--- src/hdl/axi_image_macros.svh ---
`ifndef AXI_IMAGE_MACROS_SVH
`define AXI_IMAGE_MACROS_SVH

////////////////////
// Bus field widths
////////////////////
`define AXI_ADDR_WIDTH 7
`define AXI_DATA_WIDTH 128
`define AXI_ID_WIDTH 16

// Pixel coordinate sizes
`define IMG_WIDTH_BITS 12
`define IMG_HEIGHT_BITS 11

////////////////////
// Write offsets
////////////////////
`define ADDR_IMAGE_FIFO 7'h00
`define ADDR_FLUSH 7'h10
`define ADDR_IMAGE_SIZE 7'h20
`define ADDR_SET_TEST 7'h70

// Read offset
`define ADDR_RESOLUTION 7'h10

// Response codes
`define RESP_OKAY 2'b00
`define RESP_SLVERR 2'b10

`endif
--- src/hdl/image_pkg.sv ---
`include "axi_image_macros.svh"

package image_pkg;

    typedef struct packed {
        logic [`IMG_WIDTH_BITS-1:0]   width;
        logic [`IMG_HEIGHT_BITS-1:0]  height;
    } image_size_t;

    // Test pattern window, corners in pixels
    typedef struct packed {
        logic                         mode;
        logic [7:0]                   data;
        logic [`IMG_WIDTH_BITS-1:0]   start_x;
        logic [`IMG_HEIGHT_BITS-1:0]  start_y;
        logic [`IMG_WIDTH_BITS-1:0]   end_x;
        logic [`IMG_HEIGHT_BITS-1:0]  end_y;
    } test_window_t;

    ////////////////////
    // W data word views
    ////////////////////

    // Size write: width at 43..32, height at 10..0
    typedef struct packed {
        logic [`AXI_DATA_WIDTH-45:0]  pad_hi;
        logic [`IMG_WIDTH_BITS-1:0]   width;
        logic [20:0]                  pad_mid;
        logic [`IMG_HEIGHT_BITS-1:0]  height;
    } size_view_t;

    // Test window write, fields packed below bit 64
    typedef struct packed {
        logic [`AXI_DATA_WIDTH-65:0]  pad_hi;
        logic                         mode;
        logic [6:0]                   pad_mode;
        logic [7:0]                   data;
        logic [`IMG_WIDTH_BITS-1:0]   start_x;
        logic                         pad_sy;
        logic [`IMG_HEIGHT_BITS-1:0]  start_y;
        logic [`IMG_WIDTH_BITS-1:0]   end_x;
        logic                         pad_ey;
        logic [`IMG_HEIGHT_BITS-1:0]  end_y;
    } test_view_t;

    typedef union packed {
        size_view_t  size;
        test_view_t  test;
    } reg_word_u;

endpackage

--- src/hdl/axi_pkg.sv ---
`include "axi_image_macros.svh"

package axi_pkg;

    ////////////////////
    // Write side types
    ////////////////////

    // Where the W beats of a burst go
    typedef enum logic [2:0] {
        TGT_FIFO,
        TGT_FLUSH,
        TGT_SIZE,
        TGT_TEST,
        TGT_ERROR
    } write_target_e;

    // Held from the AW handshake until the B response
    typedef struct packed {
        write_target_e             target;
        logic [`AXI_ID_WIDTH-1:0]  id;
    } aw_cmd_t;

    // One accepted W beat for the configuration registers
    typedef struct packed {
        logic                   valid;
        write_target_e          target;
        logic                   last;
        image_pkg::reg_word_u   data;
    } reg_beat_t;

endpackage

--- src/hdl/axi2fifo_top.sv ---
`timescale 1ns/1ps
`include "axi_image_macros.svh"

module axi2fifo_top (
    input  logic                          s_axi_aclk,
    input  logic                          s_axi_aresetn,
    input  logic [`AXI_ADDR_WIDTH-1:0]    s_axi_awaddr,
    input  logic [`AXI_ID_WIDTH-1:0]      s_axi_awid,
    input  logic                          s_axi_awvalid,
    output logic                          s_axi_awready,
    input  logic [`AXI_DATA_WIDTH-1:0]    s_axi_wdata,
    input  logic [`AXI_DATA_WIDTH/8-1:0]  s_axi_wstrb,
    input  logic                          s_axi_wvalid,
    input  logic                          s_axi_wlast,
    output logic                          s_axi_wready,
    input  logic                          s_axi_bready,
    output logic [1:0]                    s_axi_bresp,
    output logic                          s_axi_bvalid,
    output logic [`AXI_ID_WIDTH-1:0]      s_axi_bid,
    input  logic [`AXI_ADDR_WIDTH-1:0]    s_axi_araddr,
    input  logic [`AXI_ID_WIDTH-1:0]      s_axi_arid,
    input  logic [7:0]                    s_axi_arlen,
    input  logic                          s_axi_arvalid,
    output logic                          s_axi_arready,
    input  logic                          s_axi_rready,
    output logic [`AXI_DATA_WIDTH-1:0]    s_axi_rdata,
    output logic [1:0]                    s_axi_rresp,
    output logic                          s_axi_rvalid,
    output logic                          s_axi_rlast,
    output logic [`AXI_ID_WIDTH-1:0]      s_axi_rid,
    input  logic                          image_sender_full,
    output logic                          image_sender_reset,
    output logic                          image_sender_flush,
    output logic                          image_sender_write,
    output logic [`AXI_DATA_WIDTH-1:0]    image_sender_fifo_din,
    output logic [`IMG_WIDTH_BITS-1:0]    image_width,
    output logic [`IMG_HEIGHT_BITS-1:0]   image_height,
    output logic                          test_mode,
    output logic [7:0]                    test_data,
    output logic [`IMG_WIDTH_BITS-1:0]    test_start_x,
    output logic [`IMG_HEIGHT_BITS-1:0]   test_start_y,
    output logic [`IMG_WIDTH_BITS-1:0]    test_end_x,
    output logic [`IMG_HEIGHT_BITS-1:0]   test_end_y
);

    axi_pkg::reg_beat_t       reg_beat;
    logic                     write_idle;
    image_pkg::image_size_t   image_size;
    image_pkg::test_window_t  test_window;

    // Sender is held in reset with the bus
    assign image_sender_reset = ~s_axi_aresetn;

    ////////////////////
    // Sender side outputs
    ////////////////////
    assign image_width  = image_size.width;
    assign image_height = image_size.height;
    assign test_mode    = test_window.mode;
    assign test_data    = test_window.data;
    assign test_start_x = test_window.start_x;
    assign test_start_y = test_window.start_y;
    assign test_end_x   = test_window.end_x;
    assign test_end_y   = test_window.end_y;

    axi_write_port i_write_port (
        .s_axi_aclk            (s_axi_aclk),
        .s_axi_aresetn         (s_axi_aresetn),
        .s_axi_awaddr          (s_axi_awaddr),
        .s_axi_awid            (s_axi_awid),
        .s_axi_awvalid         (s_axi_awvalid),
        .s_axi_awready         (s_axi_awready),
        .s_axi_wdata           (s_axi_wdata),
        .s_axi_wvalid          (s_axi_wvalid),
        .s_axi_wlast           (s_axi_wlast),
        .s_axi_wready          (s_axi_wready),
        .s_axi_bready          (s_axi_bready),
        .s_axi_bresp           (s_axi_bresp),
        .s_axi_bvalid          (s_axi_bvalid),
        .s_axi_bid             (s_axi_bid),
        .image_sender_full     (image_sender_full),
        .image_sender_write    (image_sender_write),
        .image_sender_fifo_din (image_sender_fifo_din),
        .reg_beat              (reg_beat),
        .write_idle            (write_idle)
    );

    image_config_regs i_config_regs (
        .s_axi_aclk    (s_axi_aclk),
        .s_axi_aresetn (s_axi_aresetn),
        .reg_beat      (reg_beat),
        .write_idle    (write_idle),
        .flush         (image_sender_flush),
        .image_size    (image_size),
        .test_window   (test_window)
    );

    axi_read_port i_read_port (
        .s_axi_aclk    (s_axi_aclk),
        .s_axi_aresetn (s_axi_aresetn),
        .s_axi_araddr  (s_axi_araddr),
        .s_axi_arid    (s_axi_arid),
        .s_axi_arlen   (s_axi_arlen),
        .s_axi_arvalid (s_axi_arvalid),
        .s_axi_arready (s_axi_arready),
        .s_axi_rdata   (s_axi_rdata),
        .s_axi_rresp   (s_axi_rresp),
        .s_axi_rvalid  (s_axi_rvalid),
        .s_axi_rlast   (s_axi_rlast),
        .s_axi_rid     (s_axi_rid),
        .image_size    (image_size)
    );

endmodule

--- src/hdl/axi_read_port.sv ---
`timescale 1ns/1ps
`include "axi_image_macros.svh"

module axi_read_port (
    input  logic                        s_axi_aclk,
    input  logic                        s_axi_aresetn,
    input  logic [`AXI_ADDR_WIDTH-1:0]  s_axi_araddr,
    input  logic [`AXI_ID_WIDTH-1:0]    s_axi_arid,
    input  logic [7:0]                  s_axi_arlen,
    input  logic                        s_axi_arvalid,
    output logic                        s_axi_arready,
    output logic [`AXI_DATA_WIDTH-1:0]  s_axi_rdata,
    output logic [1:0]                  s_axi_rresp,
    output logic                        s_axi_rvalid,
    output logic                        s_axi_rlast,
    output logic [`AXI_ID_WIDTH-1:0]    s_axi_rid,
    input  image_pkg::image_size_t      image_size
);

    typedef enum logic [1:0] {ST_IDLE, ST_RES, ST_ERR} state_e;

    state_e                    state;
    logic [7:0]                beats_left;
    logic [`AXI_ID_WIDTH-1:0]  arid_q;
    logic                      last_beat;

    assign s_axi_arready = (state == ST_IDLE);
    assign last_beat     = (beats_left == 8'd0);

    ////////////////////
    // AR/R FSM
    ////////////////////
    always_ff @(posedge s_axi_aclk) begin
        if (!s_axi_aresetn) begin
            state        <= ST_IDLE;
            beats_left   <= 8'd0;
            s_axi_rvalid <= 1'b0;
            s_axi_rlast  <= 1'b0;
        end else begin
            case (state)
                ST_IDLE: begin
                    s_axi_rvalid <= 1'b0;
                    s_axi_rlast  <= 1'b0;
                    if (s_axi_arvalid) begin
                        beats_left <= s_axi_arlen;
                        state <= (s_axi_araddr == `ADDR_RESOLUTION) ? ST_RES : ST_ERR;
                    end
                end
                ST_RES: begin
                    // One beat per cycle, RREADY is not looked at
                    s_axi_rvalid <= 1'b1;
                    s_axi_rlast  <= last_beat;
                    beats_left   <= beats_left - 8'd1;
                    if (last_beat) begin
                        state <= ST_IDLE;
                    end
                end
                default: begin
                    s_axi_rvalid <= 1'b1;
                    s_axi_rlast  <= 1'b1;
                    state        <= ST_IDLE;
                end
            endcase
        end
    end

    // Beat contents and echoed id
    always_ff @(posedge s_axi_aclk) begin
        if (s_axi_arvalid && s_axi_arready) begin
            arid_q <= s_axi_arid;
        end
        if (state == ST_RES) begin
            s_axi_rdata <= {{(`AXI_DATA_WIDTH-64){1'b0}},
                            32'(image_size.width), 32'(image_size.height)};
            s_axi_rresp <= `RESP_OKAY;
            s_axi_rid   <= arid_q;
        end else if (state == ST_ERR) begin
            s_axi_rdata <= '0;
            s_axi_rresp <= `RESP_SLVERR;
            s_axi_rid   <= arid_q;
        end
    end

endmodule

--- src/hdl/image_config_regs.sv ---
`timescale 1ns/1ps
`include "axi_image_macros.svh"

module image_config_regs (
    input  logic                    s_axi_aclk,
    input  logic                    s_axi_aresetn,
    input  axi_pkg::reg_beat_t      reg_beat,
    input  logic                    write_idle,
    output logic                    flush,
    output image_pkg::image_size_t  image_size,
    output image_pkg::test_window_t test_window
);

    ////////////////////
    // Register update
    ////////////////////
    always_ff @(posedge s_axi_aclk) begin
        if (!s_axi_aresetn) begin
            flush       <= 1'b0;
            image_size  <= '0;
            test_window <= '0;
        end else begin
            // Flush level drops once the write burst has been answered
            if (write_idle) begin
                flush <= 1'b0;
            end
            if (reg_beat.valid) begin
                case (reg_beat.target)
                    axi_pkg::TGT_FLUSH: begin
                        if (reg_beat.data[0]) begin
                            flush <= 1'b1;
                        end
                    end
                    axi_pkg::TGT_SIZE: begin
                        image_size.width  <= reg_beat.data.size.width;
                        image_size.height <= reg_beat.data.size.height;
                    end
                    axi_pkg::TGT_TEST: begin
                        // Only the closing beat of the burst counts
                        if (reg_beat.last) begin
                            test_window.mode    <= reg_beat.data.test.mode;
                            test_window.data    <= reg_beat.data.test.data;
                            test_window.start_x <= reg_beat.data.test.start_x;
                            test_window.start_y <= reg_beat.data.test.start_y;
                            test_window.end_x   <= reg_beat.data.test.end_x;
                            test_window.end_y   <= reg_beat.data.test.end_y;
                        end
                    end
                    default: begin
                        // FIFO beats go to the sender
                    end
                endcase
            end
        end
    end

endmodule

--- src/hdl/axi_write_port.sv ---
`timescale 1ns/1ps
`include "axi_image_macros.svh"

module axi_write_port (
    input  logic                        s_axi_aclk,
    input  logic                        s_axi_aresetn,
    input  logic [`AXI_ADDR_WIDTH-1:0]  s_axi_awaddr,
    input  logic [`AXI_ID_WIDTH-1:0]    s_axi_awid,
    input  logic                        s_axi_awvalid,
    output logic                        s_axi_awready,
    input  logic [`AXI_DATA_WIDTH-1:0]  s_axi_wdata,
    input  logic                        s_axi_wvalid,
    input  logic                        s_axi_wlast,
    output logic                        s_axi_wready,
    input  logic                        s_axi_bready,
    output logic [1:0]                  s_axi_bresp,
    output logic                        s_axi_bvalid,
    output logic [`AXI_ID_WIDTH-1:0]    s_axi_bid,
    input  logic                        image_sender_full,
    output logic                        image_sender_write,
    output logic [`AXI_DATA_WIDTH-1:0]  image_sender_fifo_din,
    output axi_pkg::reg_beat_t          reg_beat,
    output logic                        write_idle
);

    typedef enum logic [1:0] {ST_IDLE, ST_DATA, ST_ERROR, ST_RESP} state_e;

    state_e                  state;
    axi_pkg::aw_cmd_t        cmd;
    axi_pkg::write_target_e  aw_target;
    logic                    w_fire;
    logic                    fifo_beat;
    logic                    b_issue;

    // Offset decode
    always_comb begin
        case (s_axi_awaddr)
            `ADDR_IMAGE_FIFO: aw_target = axi_pkg::TGT_FIFO;
            `ADDR_FLUSH:      aw_target = axi_pkg::TGT_FLUSH;
            `ADDR_IMAGE_SIZE: aw_target = axi_pkg::TGT_SIZE;
            `ADDR_SET_TEST:   aw_target = axi_pkg::TGT_TEST;
            default:          aw_target = axi_pkg::TGT_ERROR;
        endcase
    end

    assign s_axi_awready = (state == ST_IDLE);
    assign write_idle    = (state == ST_IDLE);

    // FIFO bursts stall on full, register bursts never do
    assign s_axi_wready = (state == ST_DATA)
                          && !((cmd.target == axi_pkg::TGT_FIFO) && image_sender_full);
    assign w_fire    = s_axi_wvalid && s_axi_wready;
    assign fifo_beat = w_fire && (cmd.target == axi_pkg::TGT_FIFO);
    assign b_issue   = ((state == ST_ERROR) || (state == ST_RESP)) && s_axi_bready;

    always_comb begin
        reg_beat.valid  = w_fire && (cmd.target != axi_pkg::TGT_FIFO);
        reg_beat.target = cmd.target;
        reg_beat.last   = s_axi_wlast;
        reg_beat.data   = image_pkg::reg_word_u'(s_axi_wdata);
    end

    ////////////////////
    // AW/W/B FSM
    ////////////////////
    always_ff @(posedge s_axi_aclk) begin
        if (!s_axi_aresetn) begin
            state              <= ST_IDLE;
            cmd.target         <= axi_pkg::TGT_FIFO;
            s_axi_bvalid       <= 1'b0;
            image_sender_write <= 1'b0;
        end else begin
            s_axi_bvalid       <= b_issue;
            image_sender_write <= fifo_beat;
            case (state)
                ST_IDLE: begin
                    if (s_axi_awvalid) begin
                        cmd.target <= aw_target;
                        // No W beats taken for an unknown offset
                        state <= (aw_target == axi_pkg::TGT_ERROR) ? ST_ERROR : ST_DATA;
                    end
                end
                ST_DATA: begin
                    if (w_fire && s_axi_wlast) begin
                        state <= ST_RESP;
                    end
                end
                default: begin
                    if (b_issue) begin
                        state <= ST_IDLE;
                    end
                end
            endcase
        end
    end

    // Beat data, id and response code
    always_ff @(posedge s_axi_aclk) begin
        if (s_axi_awvalid && s_axi_awready) begin
            cmd.id <= s_axi_awid;
        end
        if (fifo_beat) begin
            image_sender_fifo_din <= s_axi_wdata;
        end
        if (b_issue) begin
            s_axi_bid   <= cmd.id;
            s_axi_bresp <= (state == ST_ERROR) ? `RESP_SLVERR : `RESP_OKAY;
        end
    end

endmodule

--- config.mk ---
export PLATFORM = sky130hd
export DESIGN_NAME = axi2fifo_top
export DESIGN_NICKNAME = d
export VERILOG_FILES = /design/src/hdl/image_pkg.sv /design/src/hdl/axi_pkg.sv /design/src/hdl/axi2fifo_top.sv /design/src/hdl/axi_read_port.sv /design/src/hdl/image_config_regs.sv /design/src/hdl/axi_write_port.sv
export VERILOG_INCLUDE_DIRS = /design/src /design/src/hdl
export SDC_FILE = /design/constraint.sdc
export NUM_CORES = 1
export LEC_CHECK = 0
export ABC_AREA = 0
export BUFFER_PORTS_ARGS = -buffer_cell sky130_fd_sc_hd__buf_4
export CELL_PAD_IN_SITES_DETAIL_PLACEMENT = 0
export CELL_PAD_IN_SITES_GLOBAL_PLACEMENT = 1
export CORE_AREA = 8 8 221 223
export CTS_CLUSTER_DIAMETER = 80
export DETAILED_ROUTE_END_ITERATION = 12
export DIE_AREA = 0 0 229 231
export HOLD_SLACK_MARGIN = 0.15
export MAX_ROUTING_LAYER = met4
export PLACE_DENSITY = 0.69
export SYNTH_ARGS = -nofsm -noshare
export SYNTH_HDL_FRONTEND = slang
export SYNTH_SLANG_ARGS = --single-unit
--- constraint.sdc ---
create_clock -name s_axi_aclk -period 19 [get_ports s_axi_aclk]
set_clock_uncertainty 0.15 [all_clocks]
set_input_delay 5.7 -clock s_axi_aclk [delete_from_list [all_inputs] [get_ports s_axi_aclk]]
set_output_delay 5.7 -clock s_axi_aclk [all_outputs]
set_load 0.1 [all_outputs]
# Word-level counts from Yosys, hierarchy flattened
# Index checks and enable logic that the tools add are counted.
# totals
register_bits	316
# op_classes
reduce_logical	26
n_eq_ne	17
bitwise_logic	1
muxes	23
add_sub_neg	1
# op_table
op	count
44-bit 2-to-1 mux	2
16-bit 2-to-1 mux	2
2-bit 2-to-1 mux	8
8-bit case mux with 2 select lines	1
7-bit by 5-bit equality test with 1-bit output (second input constant)	2
3-bit case mux with 4 select lines	1
1-bit logical AND	9
8-bit zero test	1
8-bit 2-to-1 mux	1
2-bit case mux with 2 select lines	2
2-bit AND reduction	4
8-bit by 1-bit subtractor with 8-bit output (second input constant)	1
7-bit by 6-bit equality test with 1-bit output (second input constant)	1
7-bit equality test (second input constant)	1
7-bit zero test	1
2-bit equality test (second input constant)	3
3-bit by 2-bit equality test with 1-bit output (second input constant)	2
2-bit != test (second input constant)	3
3-bit AND reduction	2
3-bit nonzero test	2
1-bit 2-to-1 mux	5
2-bit by 1-bit equality test with 1-bit output (second input constant)	2
2-bit zero test	2
2-bit nonzero test	2
other kinds (8)	8

# Longest topological paths before layout
# Gate-level depths: netlist of the first run.
# depth
depth_word	8
ltp_mapped	8

# By module
# A second synthesis of the first run with hierarchy kept.
# unflattened
hier_cells	952
hier_area_um2	12697.2
# modules_own_cells
module	n_inst	area_each_um2	cells_per_inst	seq_area_each_um2
axi_write_port	1	6216.0	338	4974.8
axi_read_port	1	3470.8	289	1911.8
image_config_regs	1	3006.6	324	1581.5
axi2fifo_top	1	3.8	1	0.0

# Worst setup path after synthesis of the first run
# No wires, ideal clock.
# synth_timing
path_type	input port to flip-flop
start	in s_axi_wvalid
end	reg i_write_port.image_sender_fifo_din[0], enable pin
arrival_time_ns	14.665
path_stages	4
required_ns	18.078
path_slack_ns	3.413
path_buffers	1
path_cell_list	and3b_1 -> buf_4 -> nand2_1 -> nor3_1
# synth_via
elab_chain_cells	2
# synth_rtl
element	line	text
start, declared	axi2fifo_top.sv:13	input logic s_axi_wvalid,
1-bit logical AND	axi_write_port.sv:52	assign w_fire = s_axi_wvalid && s_axi_wready;
1-bit logical AND	axi_write_port.sv:53	assign fifo_beat = w_fire && (cmd.target == axi_pkg::TGT_FIFO);
net i_write_port.fifo_beat	axi_write_port.sv:32	logic fifo_beat;
end signal, assigned	axi_write_port.sv:103	image_sender_fifo_din <= s_axi_wdata;
end, declared	axi_write_port.sv:21	output logic [`AXI_DATA_WIDTH-1:0] image_sender_fifo_din,
# The timed path passes the listed nets, and every way through them passes these cells.
# A chain may end at the register's enable or synchronous reset.

# Worst setup path in the final report of the first run
# layout_timing
start	in s_axi_aresetn
end	out image_sender_reset
# layout_via
elab_chain_cells	1
# layout_rtl
element	line	text
start, declared	axi2fifo_top.sv:6	input logic s_axi_aresetn,
1-bit NOT	axi2fifo_top.sv:52	assign image_sender_reset = ~s_axi_aresetn;
end, declared	axi2fifo_top.sv:32	output logic image_sender_reset,
# No other way between the ends.

==> results of run 1 <==
[stage by stage]
stage	cell area, sq um	hold WS [ns]	utilization (%)
final	16500	0.267	36.7
after global routing	16500	0.276	36.7
after floorplan	12000	0.250	-
after CTS	16500	0.267	36.7
after global placement	15300	0.251	33.9
after detailed placement	15300	0.255	33.9
[cells in the mapped netlist (3+ instances only)]
cell / n
edfxtp_1: 216
nand2_1: 142
buf_4: 110
dfxtp_1: 99
a21oi_2: 50
a21oi_1: 37
nand2_2: 25
and2_1: 23
nor2_1: 20
clkbuf_1: 16
inv_1: 10
buf_2: 9
o21ai_0: 7
nand3_1: 6
ha_1: 5
nor3_1: 5
nor4_1: 5
a31oi_1: 4
buf_12: 4
a211oi_1: 3
nor2b_1: 3
nor4b_1: 3
o32ai_1: 3
[worst paths after layout]
kind	startpoint	to	slack, ns	depth (start not counted)
worst max-delay path	s_axi_aresetn	image_sender_reset	6.37	3
worst min register to register	i_read_port.arid_q[14]$_DFFE_PP_	i_read_port.s_axi_rid[14]$_DFFE_PP_	0.27	0
worst min-delay path	i_read_port.arid_q[14]$_DFFE_PP_	i_read_port.s_axi_rid[14]$_DFFE_PP_	0.27	0
worst max register to register	i_write_port.state[0]$_SDFFE_PN0P_	i_write_port.image_sender_fifo_din[57]$_DFFE_PP_	16.28	5
[per-layer routing]
metal	part of all wire (%)	vias to the layer above
li1	-	3662
met1	39	3711
met2	51	376
met3	8.4	44
met4	1.9	0
met5	0	-
[layout make-up]
| class | count | area [sq um] |
|---|---|---|
| clock buffer | 51 | 1080 |
| clock inverter | 17 | 175 |
| fill | 4448 | 28600 |
| inverter | 11 | 43.8 |
| multi-input combinational | 477 | 2500 |
| sequential | 315 | 8470 |
| tap | 600 | 751 |
| timing repair buffer | 468 | 3510 |
[logic make-up after synthesis]
logic type / synth area share (%)
DFF: 72.7
and+or+nand+nor: 9.84
buffers and inverters: 9.42
AOI/OAI and AO/OA: 7.19
adders and majority gates: 0.537
xor gates and xnor gates: 0.150
other: 0.0322
muxes: 0.0967
[where the power goes]
part	switching [W]	leakage (nW)	internal, W	total, W
sequential	0.00000613	2.78	0.000750	0.000756
combinational	0.000185	3.15	0.0000410	0.000226
clock	0.000279	0.612	0.000442	0.000721
[critical path, delay by kind of cell]
family,cells,cell delay (ns)
buffers and inverters,3,1.04
[registers in the layout, indices dropped and copies added, names as in the netlist, 2 cells and up]
register,cells
i_write_port.reg_beat,3
i_read_port.s_axi_rid,16
i_read_port.arid_q,16
i_write_port.image_sender_fifo_din,128
i_config_regs.test_window,55
i_config_regs.image_size,23
i_write_port.s_axi_bid,16
i_read_port.s_axi_rdata,23
i_read_port.state,2
i_read_port.beats_left,8
i_write_port.state,2
i_write_port.cmd,16
==> out/qor.csv, run 1 <==
stage,metric,value,unit
sta,period_needed,12.63,ns
cts,cts_made_buffers,37,
placement,portBuffers,461,
logic_synthesis,synth_top_area_share,55.7,%
setup_path,cp.arrival,6.78,ns
setup_path,cp_data_required_time,13.15,ns
floorplanning,die_y,231,um
cts,clock_latency,0.53,ns
floorplanning,num_rows,78,
pwr,power.leakage,6.54,nW
cts,post_cts_resize_count,0,
setup_path,cp-start-kind,input pin,
finish,diodes,0,
route,drt_wl_total,38700,um
sta,max_freq,0.0792,GHz
cts,root_buffer,clkbuf_16,
setup_path,path_class,in2out,
floorplanning,core,45100,sq um
floorplanning,pin_count,586,
sta,relSlewSlack,40.4,%
logic_synthesis,yosysSeqAreaShare,72.7,%
cts,post-cts-setup-buffers,0,
route,final_antenna_net_count,0,
logic_synthesis,synth_area_leaders,"edfxtp_1, dfxtp_1, buf_4",
run,max_cap_violations,0,
logic_synthesis,ys_async_sr_fraction,0,%
placement,dpl.hpwl,29300,um
global_routing,grt.total_usage,14.1,%
global_routing,gr-usage-met3,5.30,%
global_routing,grt_pass1_vias,8272,
sta,worstMarginPinSlew,0.894,ns
route,drtIter0Drc,407,
floorplanning,start_util,25.8,%
finish,drive_gt1_share,45.3,%
global_routing,grt_max_degree,66,
logic_synthesis,yosysUniqueCellTypes,51,
route,drc_errors,0,
finish,fin_cells,1939,
setup_path,end_kind,output pin,
cts,clock_sinks,315,
route,vias,7793,
floorplanning,die_w,229,um
logic_synthesis,ys_ff_latch,315,
global_routing,grt_antenna_before_repair,1,
cts,clkTransAtPathRegs,0.06,ns
pwr,powerDensity,103,nW/um^2
setup_path,path_max_fanout,45,
logic_synthesis,syn_area,11600,sq um
global_routing,grt_pass1_wl,54700,um
route,routedWlPerCell,19.9,um
cts,cts-hold-fix-buffers,0,
logic_synthesis,syn_avg_cell_area,13.9,sq um
setup_path,crit_top_cell,buf_4,
global_routing,gr-max-usage-layer,met2,
logic_synthesis,yosys_warnings,0,
setup_path,path_cells,buf_4 -> inv_4 -> buf_4,
floorplanning,die_area,52900,sq um
sta,drv_slew,0,
global_routing,grt_overflow_total,0,
route,firstDrtPassIters,4,
sta,finalHoldViolCount,0,
sta,setup_viol,0,
cts,cts_max_level,2,
sta,rsz0062_at_grt,false,
logic_synthesis,yosysTopAreaCell,edfxtp_1,
logic_synthesis,synth_edf_count,216,
finish,final_common_cell,buf_4,
logic_synthesis,synth-main-ff-cell,edfxtp_1,
finish,layout_common_cells,"buf_4, edfxtp_1, nand2_1",
route,viasPerCell,4.02,
setup_path,cp_slowest_cell,inv_4,
pwr,total_power,0.00170,W
global_routing,grt_util_met1,15.2,%
placement,dp.cells,1871,
placement,place_congestion,0.786,
cts,cts_tree,yes,
cts,clock_path_buffers,3,
finish,nets,1522,
pwr,vdd_ir_drop_max,62.0,uV
placement,place_ws,6.34,ns
logic_synthesis,synthCells,840,
sta,fin_tns_setup,0,ns
setup_path,slowest_delay,0.48,ns
sta,setup_slack,6.37,ns
finish,syn2layout_area_growth,42.0,%
run_status,status,"finished, final reports clean",
sta,fin_crit_sh,66.5,%
hold_path,hold_class,reg2reg,
global_routing,grtUsageMet2,24.1,%
(Power assumes the default switching activity.)
==> run 2, diff against run 1 <==
--- a/config.mk
+++ b/config.mk
@@ -16,7 +16,7 @@
 export DIE_AREA = 0 0 229 231
 export HOLD_SLACK_MARGIN = 0.15
 export MAX_ROUTING_LAYER = met4
-export PLACE_DENSITY = 0.69
+export PLACE_DENSITY = 0.71
 export SYNTH_ARGS = -nofsm -noshare
 export SYNTH_HDL_FRONTEND = slang
 export SYNTH_SLANG_ARGS = --single-unit
==> constraint.sdc (replaced) <==
create_clock -name s_axi_aclk -period 11.1 [get_ports s_axi_aclk]
set_clock_uncertainty 0.15 [all_clocks]
set_input_delay 3.33 -clock s_axi_aclk [delete_from_list [all_inputs] [get_ports s_axi_aclk]]
set_output_delay 3.33 -clock s_axi_aclk [all_outputs]
set_load 0.1 [all_outputs]
==> run 2 against run 1 <==
Clock-buffer cell count decreased by 2. Combinational power rose by 71%. Sequential cell count unchanged. Global-route usage decreased by 0.15 points. Utilization about the same.
==> out/qor.csv, run 2 (synthesis results as in run 1) <==
stage,metric,value,unit,change
floorplanning,die_area,52900,sq um,unchanged
sta,fin_crit_sh,71.1,%,
finish,drive_gt1_share,45.4,%,+0.075 points
route,drtIter0Drc,345,,-15%
finish,layout_common_cells,"buf_4, edfxtp_1, nand2_1",,
sta,setup_viol,0,,unchanged
route,drc_errors,0,,unchanged
hold_path,hold_class,reg2reg,,
placement,dp.cells,1869,,-0.11%
route,firstDrtPassIters,5,,+1
global_routing,grt.total_usage,13.9,%,-0.15 points
pwr,p_sw,0.000814,W,+73%
setup_path,cp.arrival,4.42,ns,-2.36 ns
finish,top_regs,"i_write_port.image_sender_fifo_din (128), i_config_regs.test_window (55)",,
pwr,pwr-share-clk,42.5,%,about the same
cts,cts-hold-fix-buffers,0,,unchanged
setup_path,r2r_cells,5,,unchanged
route,drt_wl_total,38000,um,-1.8%
run,max_cap_violations,0,,unchanged
setup_path,cp_data_required_time,7.62,ns,-5.53 ns
sta,max_freq,0.127,GHz,
cts,cts_max_level,2,,unchanged
pwr,p_int,0.00210,W,+71%
floorplanning,num_rows,78,,unchanged
sta,relSlewSlack,36.8,%,-3.6 points
cts,clkTransAtPathRegs,0.06,ns,about the same
finish,syn2layout_area_growth,42.0,%,about the same
route,final_antenna_net_count,0,,unchanged
cts,cts_made_buffers,38,,+2.7%
finish,largest_reg_flops,128,,unchanged
pwr,powerDensity,176,nW/um^2,+71%
floorplanning,pin_count,586,,unchanged
sta,period_needed,7.90,ns,
global_routing,grt_pass1_wl,54700,um,-0.13%
pwr,power.leakage,6.53,nW,-0.21%
floorplanning,core,45100,sq um,unchanged
finish,nets,1521,,-0.066%
cts,cts_tree,yes,,
pwr,vdd_ir_drop_max,93.8,uV,+51%
setup_path,end_kind,output pin,,
global_routing,grt_max_degree,72,,+9.1%
placement,place_area,15300,sq um,about the same
floorplanning,start_util,25.8,%,unchanged
finish,final_common_cell,buf_4,,
floorplanning,die_w,229,um,unchanged
placement,place_congestion,0.789,,+0.34%
sta,fin_tns_setup,0,ns,unchanged
finish,fin_area,16500,sq um,about the same
cts,post_cts_resize_count,0,,unchanged
route,vias,7829,,+0.46%
cts,clock_latency,0.54,ns,about the same
setup_path,path_max_fanout,43,,-4.4%
route,viasPerCell,4.04,,+0.41%
pwr,seqPwrFrac,44.3,%,about the same
setup_path,path_class,in2out,,
cts,clock_path_buffers,3,,unchanged
pwr,p_sw_share,27.9,%,+0.29 points
setup_path,cp-start-kind,input pin,,
run_status,status,"finished, final reports clean",,
pwr,p_comb_share,13.2,%,about the same
route,routedWlPerCell,19.6,um,-1.9%
finish,top_register,i_write_port.image_sender_fifo_din,,
global_routing,grt_antenna_before_repair,1,,unchanged
global_routing,grt_pass1_vias,8303,,+0.37%
cts,clock_sinks,315,,unchanged
placement,portBuffers,461,,unchanged
cts,post-cts-setup-buffers,0,,unchanged
global_routing,grt_overflow_total,0,,unchanged
sta,whs,0.268,ns,+0.000528 ns
floorplanning,die_y,231,um,unchanged
cts,root_buffer,clkbuf_16,,
sta,rsz0062_at_grt,false,,
finish,fin_cells,1940,,+0.052%
sta,worstMarginPinSlew,0.948,ns,+0.0533 ns
hold_path,worstHoldPathCells,0,,unchanged
placement,dpl.hpwl,28000,um,-4.7%
finish,fin_util,36.7,%,about the same
sta,drv_slew,0,,unchanged
sta,finalHoldViolCount,0,,unchanged
run 2: changes by cell type in the layout (fill, tap and decap cells not counted):
cell,previous run,this run
bufinv_16,3,4
clkinv_1,7,5
clkinv_2,3,5
buf_4,468,466
inv_8,1,0
clkbuf_16,41,39
clkbuf_8,2,1
diode_2,0,1
clkinv_4,0,1
nor3_4,0,1
nor3_2,1,0
clkbuf_1,8,9
clkinv_8,1,3
clkinvlp_4,1,2
run 2: worst max-delay path, cell delays in order:
cell   delay, ns
buf_4       0.15
inv_4       0.47
buf_4       0.41
run 2: power groups by stage:
stage,Clock (W),Combinational (W),Sequential [W]
3_3_place_gp,0,0.000384,0.00132
2_1_floorplan,0,0.000230,0.00141
5_1_grt,0.00133,0.000400,0.00130
3_5_place_dp,0,0.000387,0.00132
6_report,0.00124,0.000386,0.00129
4_1_cts,0.00128,0.000387,0.00129
run 2: path summary, 6_finish.rpt:
check | from | to | slack (ns)
setup / recovery | s_axi_aresetn | image_sender_reset | 3.20
hold / removal | i_read_port.arid_q[15]$_DFFE_PP_ | i_read_port.s_axi_rid[15]$_DFFE_PP_ | 0.27
setup reg to reg | i_write_port.state[0]$_SDFFE_PN0P_ | i_write_port.image_sender_fifo_din[107]$_DFFE_PP_ | 7.76
hold reg to reg | i_read_port.arid_q[15]$_DFFE_PP_ | i_read_port.s_axi_rid[15]$_DFFE_PP_ | 0.27
run 2: metrics by stage:
step                power (W)  worst slack (ns)
floorplan             0.00164              1.83
global placement      0.00170              3.20
detailed placement    0.00170              3.19
CTS                   0.00296              3.19
global route          0.00302              3.16
finish                0.00292              3.20
run 2: routing by layer:
metal	wire, um	global-route usage [%]
met1	14900	15.5
met2	19000	23.4
met3	3350	5.18
met4	709	3.77
met5	0	-
run 2: cell type report:
| class | instances | area, sq um |
|---|---|---|
| clock inverters | 21 | 245 |
| well taps | 600 | 751 |
| repair buffers | 466 | 3500 |
| clock buffers | 49 | 1020 |
| diodes | 1 | 2.50 |
| flip-flops and latches | 315 | 8470 |
| fillers | 4441 | 28500 |
| inverters | 11 | 43.8 |
| multi-input cells | 477 | 2510 |
==> run 3, diff against run 2 <==
--- a/config.mk
+++ b/config.mk
@@ -6,7 +6,7 @@
 export SDC_FILE = /design/constraint.sdc
 export NUM_CORES = 1
 export LEC_CHECK = 0
-export ABC_AREA = 0
+export ABC_AREA = 1
 export BUFFER_PORTS_ARGS = -buffer_cell sky130_fd_sc_hd__buf_4
 export CELL_PAD_IN_SITES_DETAIL_PLACEMENT = 0
 export CELL_PAD_IN_SITES_GLOBAL_PLACEMENT = 1
@@ -16,7 +16,7 @@
 export DIE_AREA = 0 0 229 231
 export HOLD_SLACK_MARGIN = 0.15
 export MAX_ROUTING_LAYER = met4
-export PLACE_DENSITY = 0.71
+export PLACE_DENSITY = 0.72
 export SYNTH_ARGS = -nofsm -noshare
 export SYNTH_HDL_FRONTEND = slang
 export SYNTH_SLANG_ARGS = --single-unit
==> constraint.sdc (replaced) <==
create_clock -name s_axi_aclk -period 8.28 [get_ports s_axi_aclk]
set_clock_uncertainty 0.15 [all_clocks]
set_input_delay 2.484 -clock s_axi_aclk [delete_from_list [all_inputs] [get_ports s_axi_aclk]]
set_output_delay 2.484 -clock s_axi_aclk [all_outputs]
set_load 0.1 [all_outputs]
==> run 3 against run 2 <==
Wire length grew 2.6%. Synthesized cell count grew 26%. Sequential cell count did not move. Sequential power grew 34%. Power grew 32%. First-iteration DRC count rose by 14%. Synthesized area up 2.7%. Sequential share of layout area shrank 0.94 points.
==> out/qor.csv, run 3 <==
stage,metric,value,unit,change
logic_synthesis,yosys_warnings,0,,unchanged
route,vias,8555,,+9.3%
floorplanning,start_util,26.5,%,+0.69 points
floorplanning,num_rows,78,,unchanged
route,drt_wl_total,38900,um,+2.6%
sta,finalHoldViolCount,0,,unchanged
placement,place_congestion,0.782,,-0.79%
global_routing,grt_max_degree,74,,+2.8%
global_routing,grt_overflow_total,0,,unchanged
setup_path,worst_r2r_endpoint,i_read_port.beats_left[6]$_SDFFE_PN0P_,,
setup_path,crit_path_end,image_sender_reset,,
cts,clkTransAtPathRegs,0.06,ns,about the same
logic_synthesis,synth_edf_count,216,,unchanged
sta,setup_viol,0,,unchanged
placement,portBuffers,461,,unchanged
floorplanning,die_area,52900,sq um,unchanged
route,routedWlPerCell,18.1,um,-7.7%
cts,root_buffer,clkbuf_16,,
route,drtIter0Drc,392,,+14%
cts,post-cts-setup-buffers,0,,unchanged
logic_synthesis,synth_area_leaders,"edfxtp_1, dfxtp_1, buf_4",,
setup_path,rr_startpoint,i_read_port.state[1]$_SDFFE_PN0P_,,
cts,clock_sinks,315,,unchanged
placement,dpl.hpwl,29800,um,+6.7%
sta,rsz0062_at_grt,false,,
logic_synthesis,yosysMostFrequentCell,edfxtp_1,,
cts,post_cts_resize_count,0,,unchanged
cts,cts-hold-fix-buffers,0,,unchanged
setup_path,r2r_cells,8,,+3
finish,final_common_cell,buf_4,,
sta,fin_tns_setup,0,ns,unchanged
placement,place_ws,1.92,ns,-1.27 ns
route,final_antenna_net_count,0,,unchanged
setup_path,cp-start-kind,input pin,,
setup_path,critPathLaunch,s_axi_aresetn,,
global_routing,grt.total_usage,14.3,%,+0.35 points
cts,clock_path_buffers,3,,unchanged
route,firstDrtPassIters,5,,unchanged
finish,syn2layout_area_growth,40.9,%,
logic_synthesis,ys_ff_latch,315,,unchanged
finish,nets,1739,,+14%
global_routing,grt_antenna_before_repair,1,,unchanged
logic_synthesis,yosysSeqAreaShare,70.8,%,-1.9 points
floorplanning,pin_count,586,,unchanged
sta,relSlewSlack,25.8,%,-11 points
logic_synthesis,yosysUniqueCellTypes,28,,-45%
logic_synthesis,synth-main-ff-cell,edfxtp_1,,
finish,top_regs,"i_write_port.image_sender_fifo_din (128), i_config_regs.test_window (55)",,
finish,layout_common_cells,"buf_4, edfxtp_1, nor2_1",,
floorplanning,die_y,231,um,unchanged
setup_path,cp.arrival,3.63,ns,-0.79 ns
pwr,power.leakage,7.62,nW,+17%
setup_path,end_kind,output pin,,
cts,cts_tree,yes,,
logic_synthesis,ys_async_sr_fraction,0,%,unchanged
setup_path,path_max_fanout,34,,-21%
cts,cts_made_buffers,37,,-2.6%
finish,drive_gt1_share,34.2,%,-11 points
setup_path,cp_data_required_time,5.65,ns,-1.97 ns
run,max_cap_violations,0,,unchanged
setup_path,path_class,in2out,,
finish,top_register,i_write_port.image_sender_fifo_din,,
pwr,vdd_ir_drop_max,114,uV,+21%
finish,fin_util,37.4,%,+0.68 points
route,drc_errors,0,,unchanged
logic_synthesis,synth_top_area_share,54.3,%,-1.5 points
sta,fin_crit_sh,75.7,%,
finish,n_fill_cell,4514,,+1.6%
global_routing,grt_pass1_vias,8739,,+5.3%
route,viasPerCell,3.97,,-1.7%
finish,largest_reg_flops,128,,unchanged
pwr,powerDensity,229,nW/um^2,+30%
floorplanning,die_w,229,um,unchanged
floorplanning,core,45100,sq um,unchanged
global_routing,grt_pass1_wl,56200,um,+2.9%
hold_path,hold_class,reg2reg,,
sta,drv_slew,0,,unchanged
cts,cts_max_level,2,,unchanged
sta,max_freq,0.160,GHz,
sta,period_needed,6.27,ns,
logic_synthesis,synthCells,1059,,+26%
cts,clock_latency,0.53,ns,about the same
setup_path,ff2ff_setup_slack,5.09,ns,-2.67 ns
finish,fin_area,16800,sq um,+1.9%
logic_synthesis,syn_avg_cell_area,11.3,sq um,-19%
sta,worstMarginPinSlew,1.10,ns,+0.154 ns
placement,place_area,15600,sq um,+2.4%
logic_synthesis,yosysTopAreaCell,edfxtp_1,,
sta,setup_slack,2.01,ns,-1.19 ns
logic_synthesis,syn_area,12000,sq um,+2.7%
logic_synthesis,synth_commonest_cells,"edfxtp_1, nor2_1, nand2_1",,
run_status,status,"finished, final reports clean",,
run 3: changes by cell type after synthesis, sizes merged, moves of 5 or more:
| cell | before | now |
|---|---|---|
| a21oi | 87 | 15 |
| and2 | 23 | 0 |
| buf | 127 | 133 |
| clkbuf | 16 | 9 |
| inv | 11 | 127 |
| nand3 | 6 | 68 |
| nor2 | 20 | 189 |
| nor4 | 5 | 0 |
| o21ai | 7 | 16 |
run 3: critical path, stage by stage:
cell	delay, ns
buf_4	0.23
inv_1	0.51
buf_4	0.40
run 3: cell type report:
type	instances	area [sq um]	area share, %
sequential	315	8470	50.3
clock buffer	53	1020	6.04
antenna	1	2.50	0.0149
inverter	127	482	2.86
timing repair buffer	465	3490	20.7
clock inverter	14	193	1.14
tap	600	751	4.46
multi-input combinational	581	2440	14.5
run 3: worst min-delay path by stage:
| stage | startpoint | end | slack (ns) | cells past startpoint |
|---|---|---|---|---|
| 4_1_cts | i_write_port.cmd[11]$_DFFE_PP_ | i_write_port.s_axi_bid[11]$_DFFE_PP_ | 0.27 | 0 |
| 3_3_place_gp | i_read_port.arid_q[15]$_DFFE_PP_ | i_read_port.s_axi_rid[15]$_DFFE_PP_ | 0.25 | 0 |
| 2_1_floorplan | i_read_port.arid_q[0]$_DFFE_PP_ | i_read_port.s_axi_rid[0]$_DFFE_PP_ | 0.25 | 0 |
| 5_1_grt | i_write_port.cmd[9]$_DFFE_PP_ | i_write_port.s_axi_bid[9]$_DFFE_PP_ | 0.27 | 0 |
| 6_report | i_write_port.cmd[11]$_DFFE_PP_ | i_write_port.s_axi_bid[11]$_DFFE_PP_ | 0.27 | 0 |
| 3_5_place_dp | i_write_port.cmd[11]$_DFFE_PP_ | i_write_port.s_axi_bid[11]$_DFFE_PP_ | 0.26 | 0 |
run 3: cell families after synthesis:
logic type	after synthesis	share of synthesized area (%)
and+or+nand+nor	433	14.8
adders and majority gates	5	0.523
other	1	0.0314
DFF	315	70.8
xor gates and xnor gates	2	0.147
AOI/OAI and AO/OA	34	1.48
buffers and inverters	269	12.2
run 3: report_power, final:
group	switching (W)	internal, W	leakage, nW
clock	0.000634	0.000987	0.589
sequential	0.0000119	0.00172	2.78
combinational	0.000416	0.0000941	4.25
total	0.00106	0.00280	7.62
run 3: stage by stage:
| stage | hold slack [ns] | instances | power (W) |
|---|---|---|---|
| detailed placement | 0.255 | 2088 | 0.00228 |
| global placement | 0.250 | 2088 | 0.00227 |
| finish | 0.267 | 2156 | 0.00386 |
| floorplan | 0.250 | 1165 | 0.00219 |
| global route | 0.275 | 2156 | 0.00400 |
| CTS | 0.269 | 2155 | 0.00392 |
run 3: metal layers:
metal  vias up  track usage [%]  part of all wire [%]
li1       4132                -                     -
met1      3941             15.2                    38
met2       426             24.9                    52
met3        56             4.81                   8.4
met4         0             4.66                   2.4
met5         -                -                     0
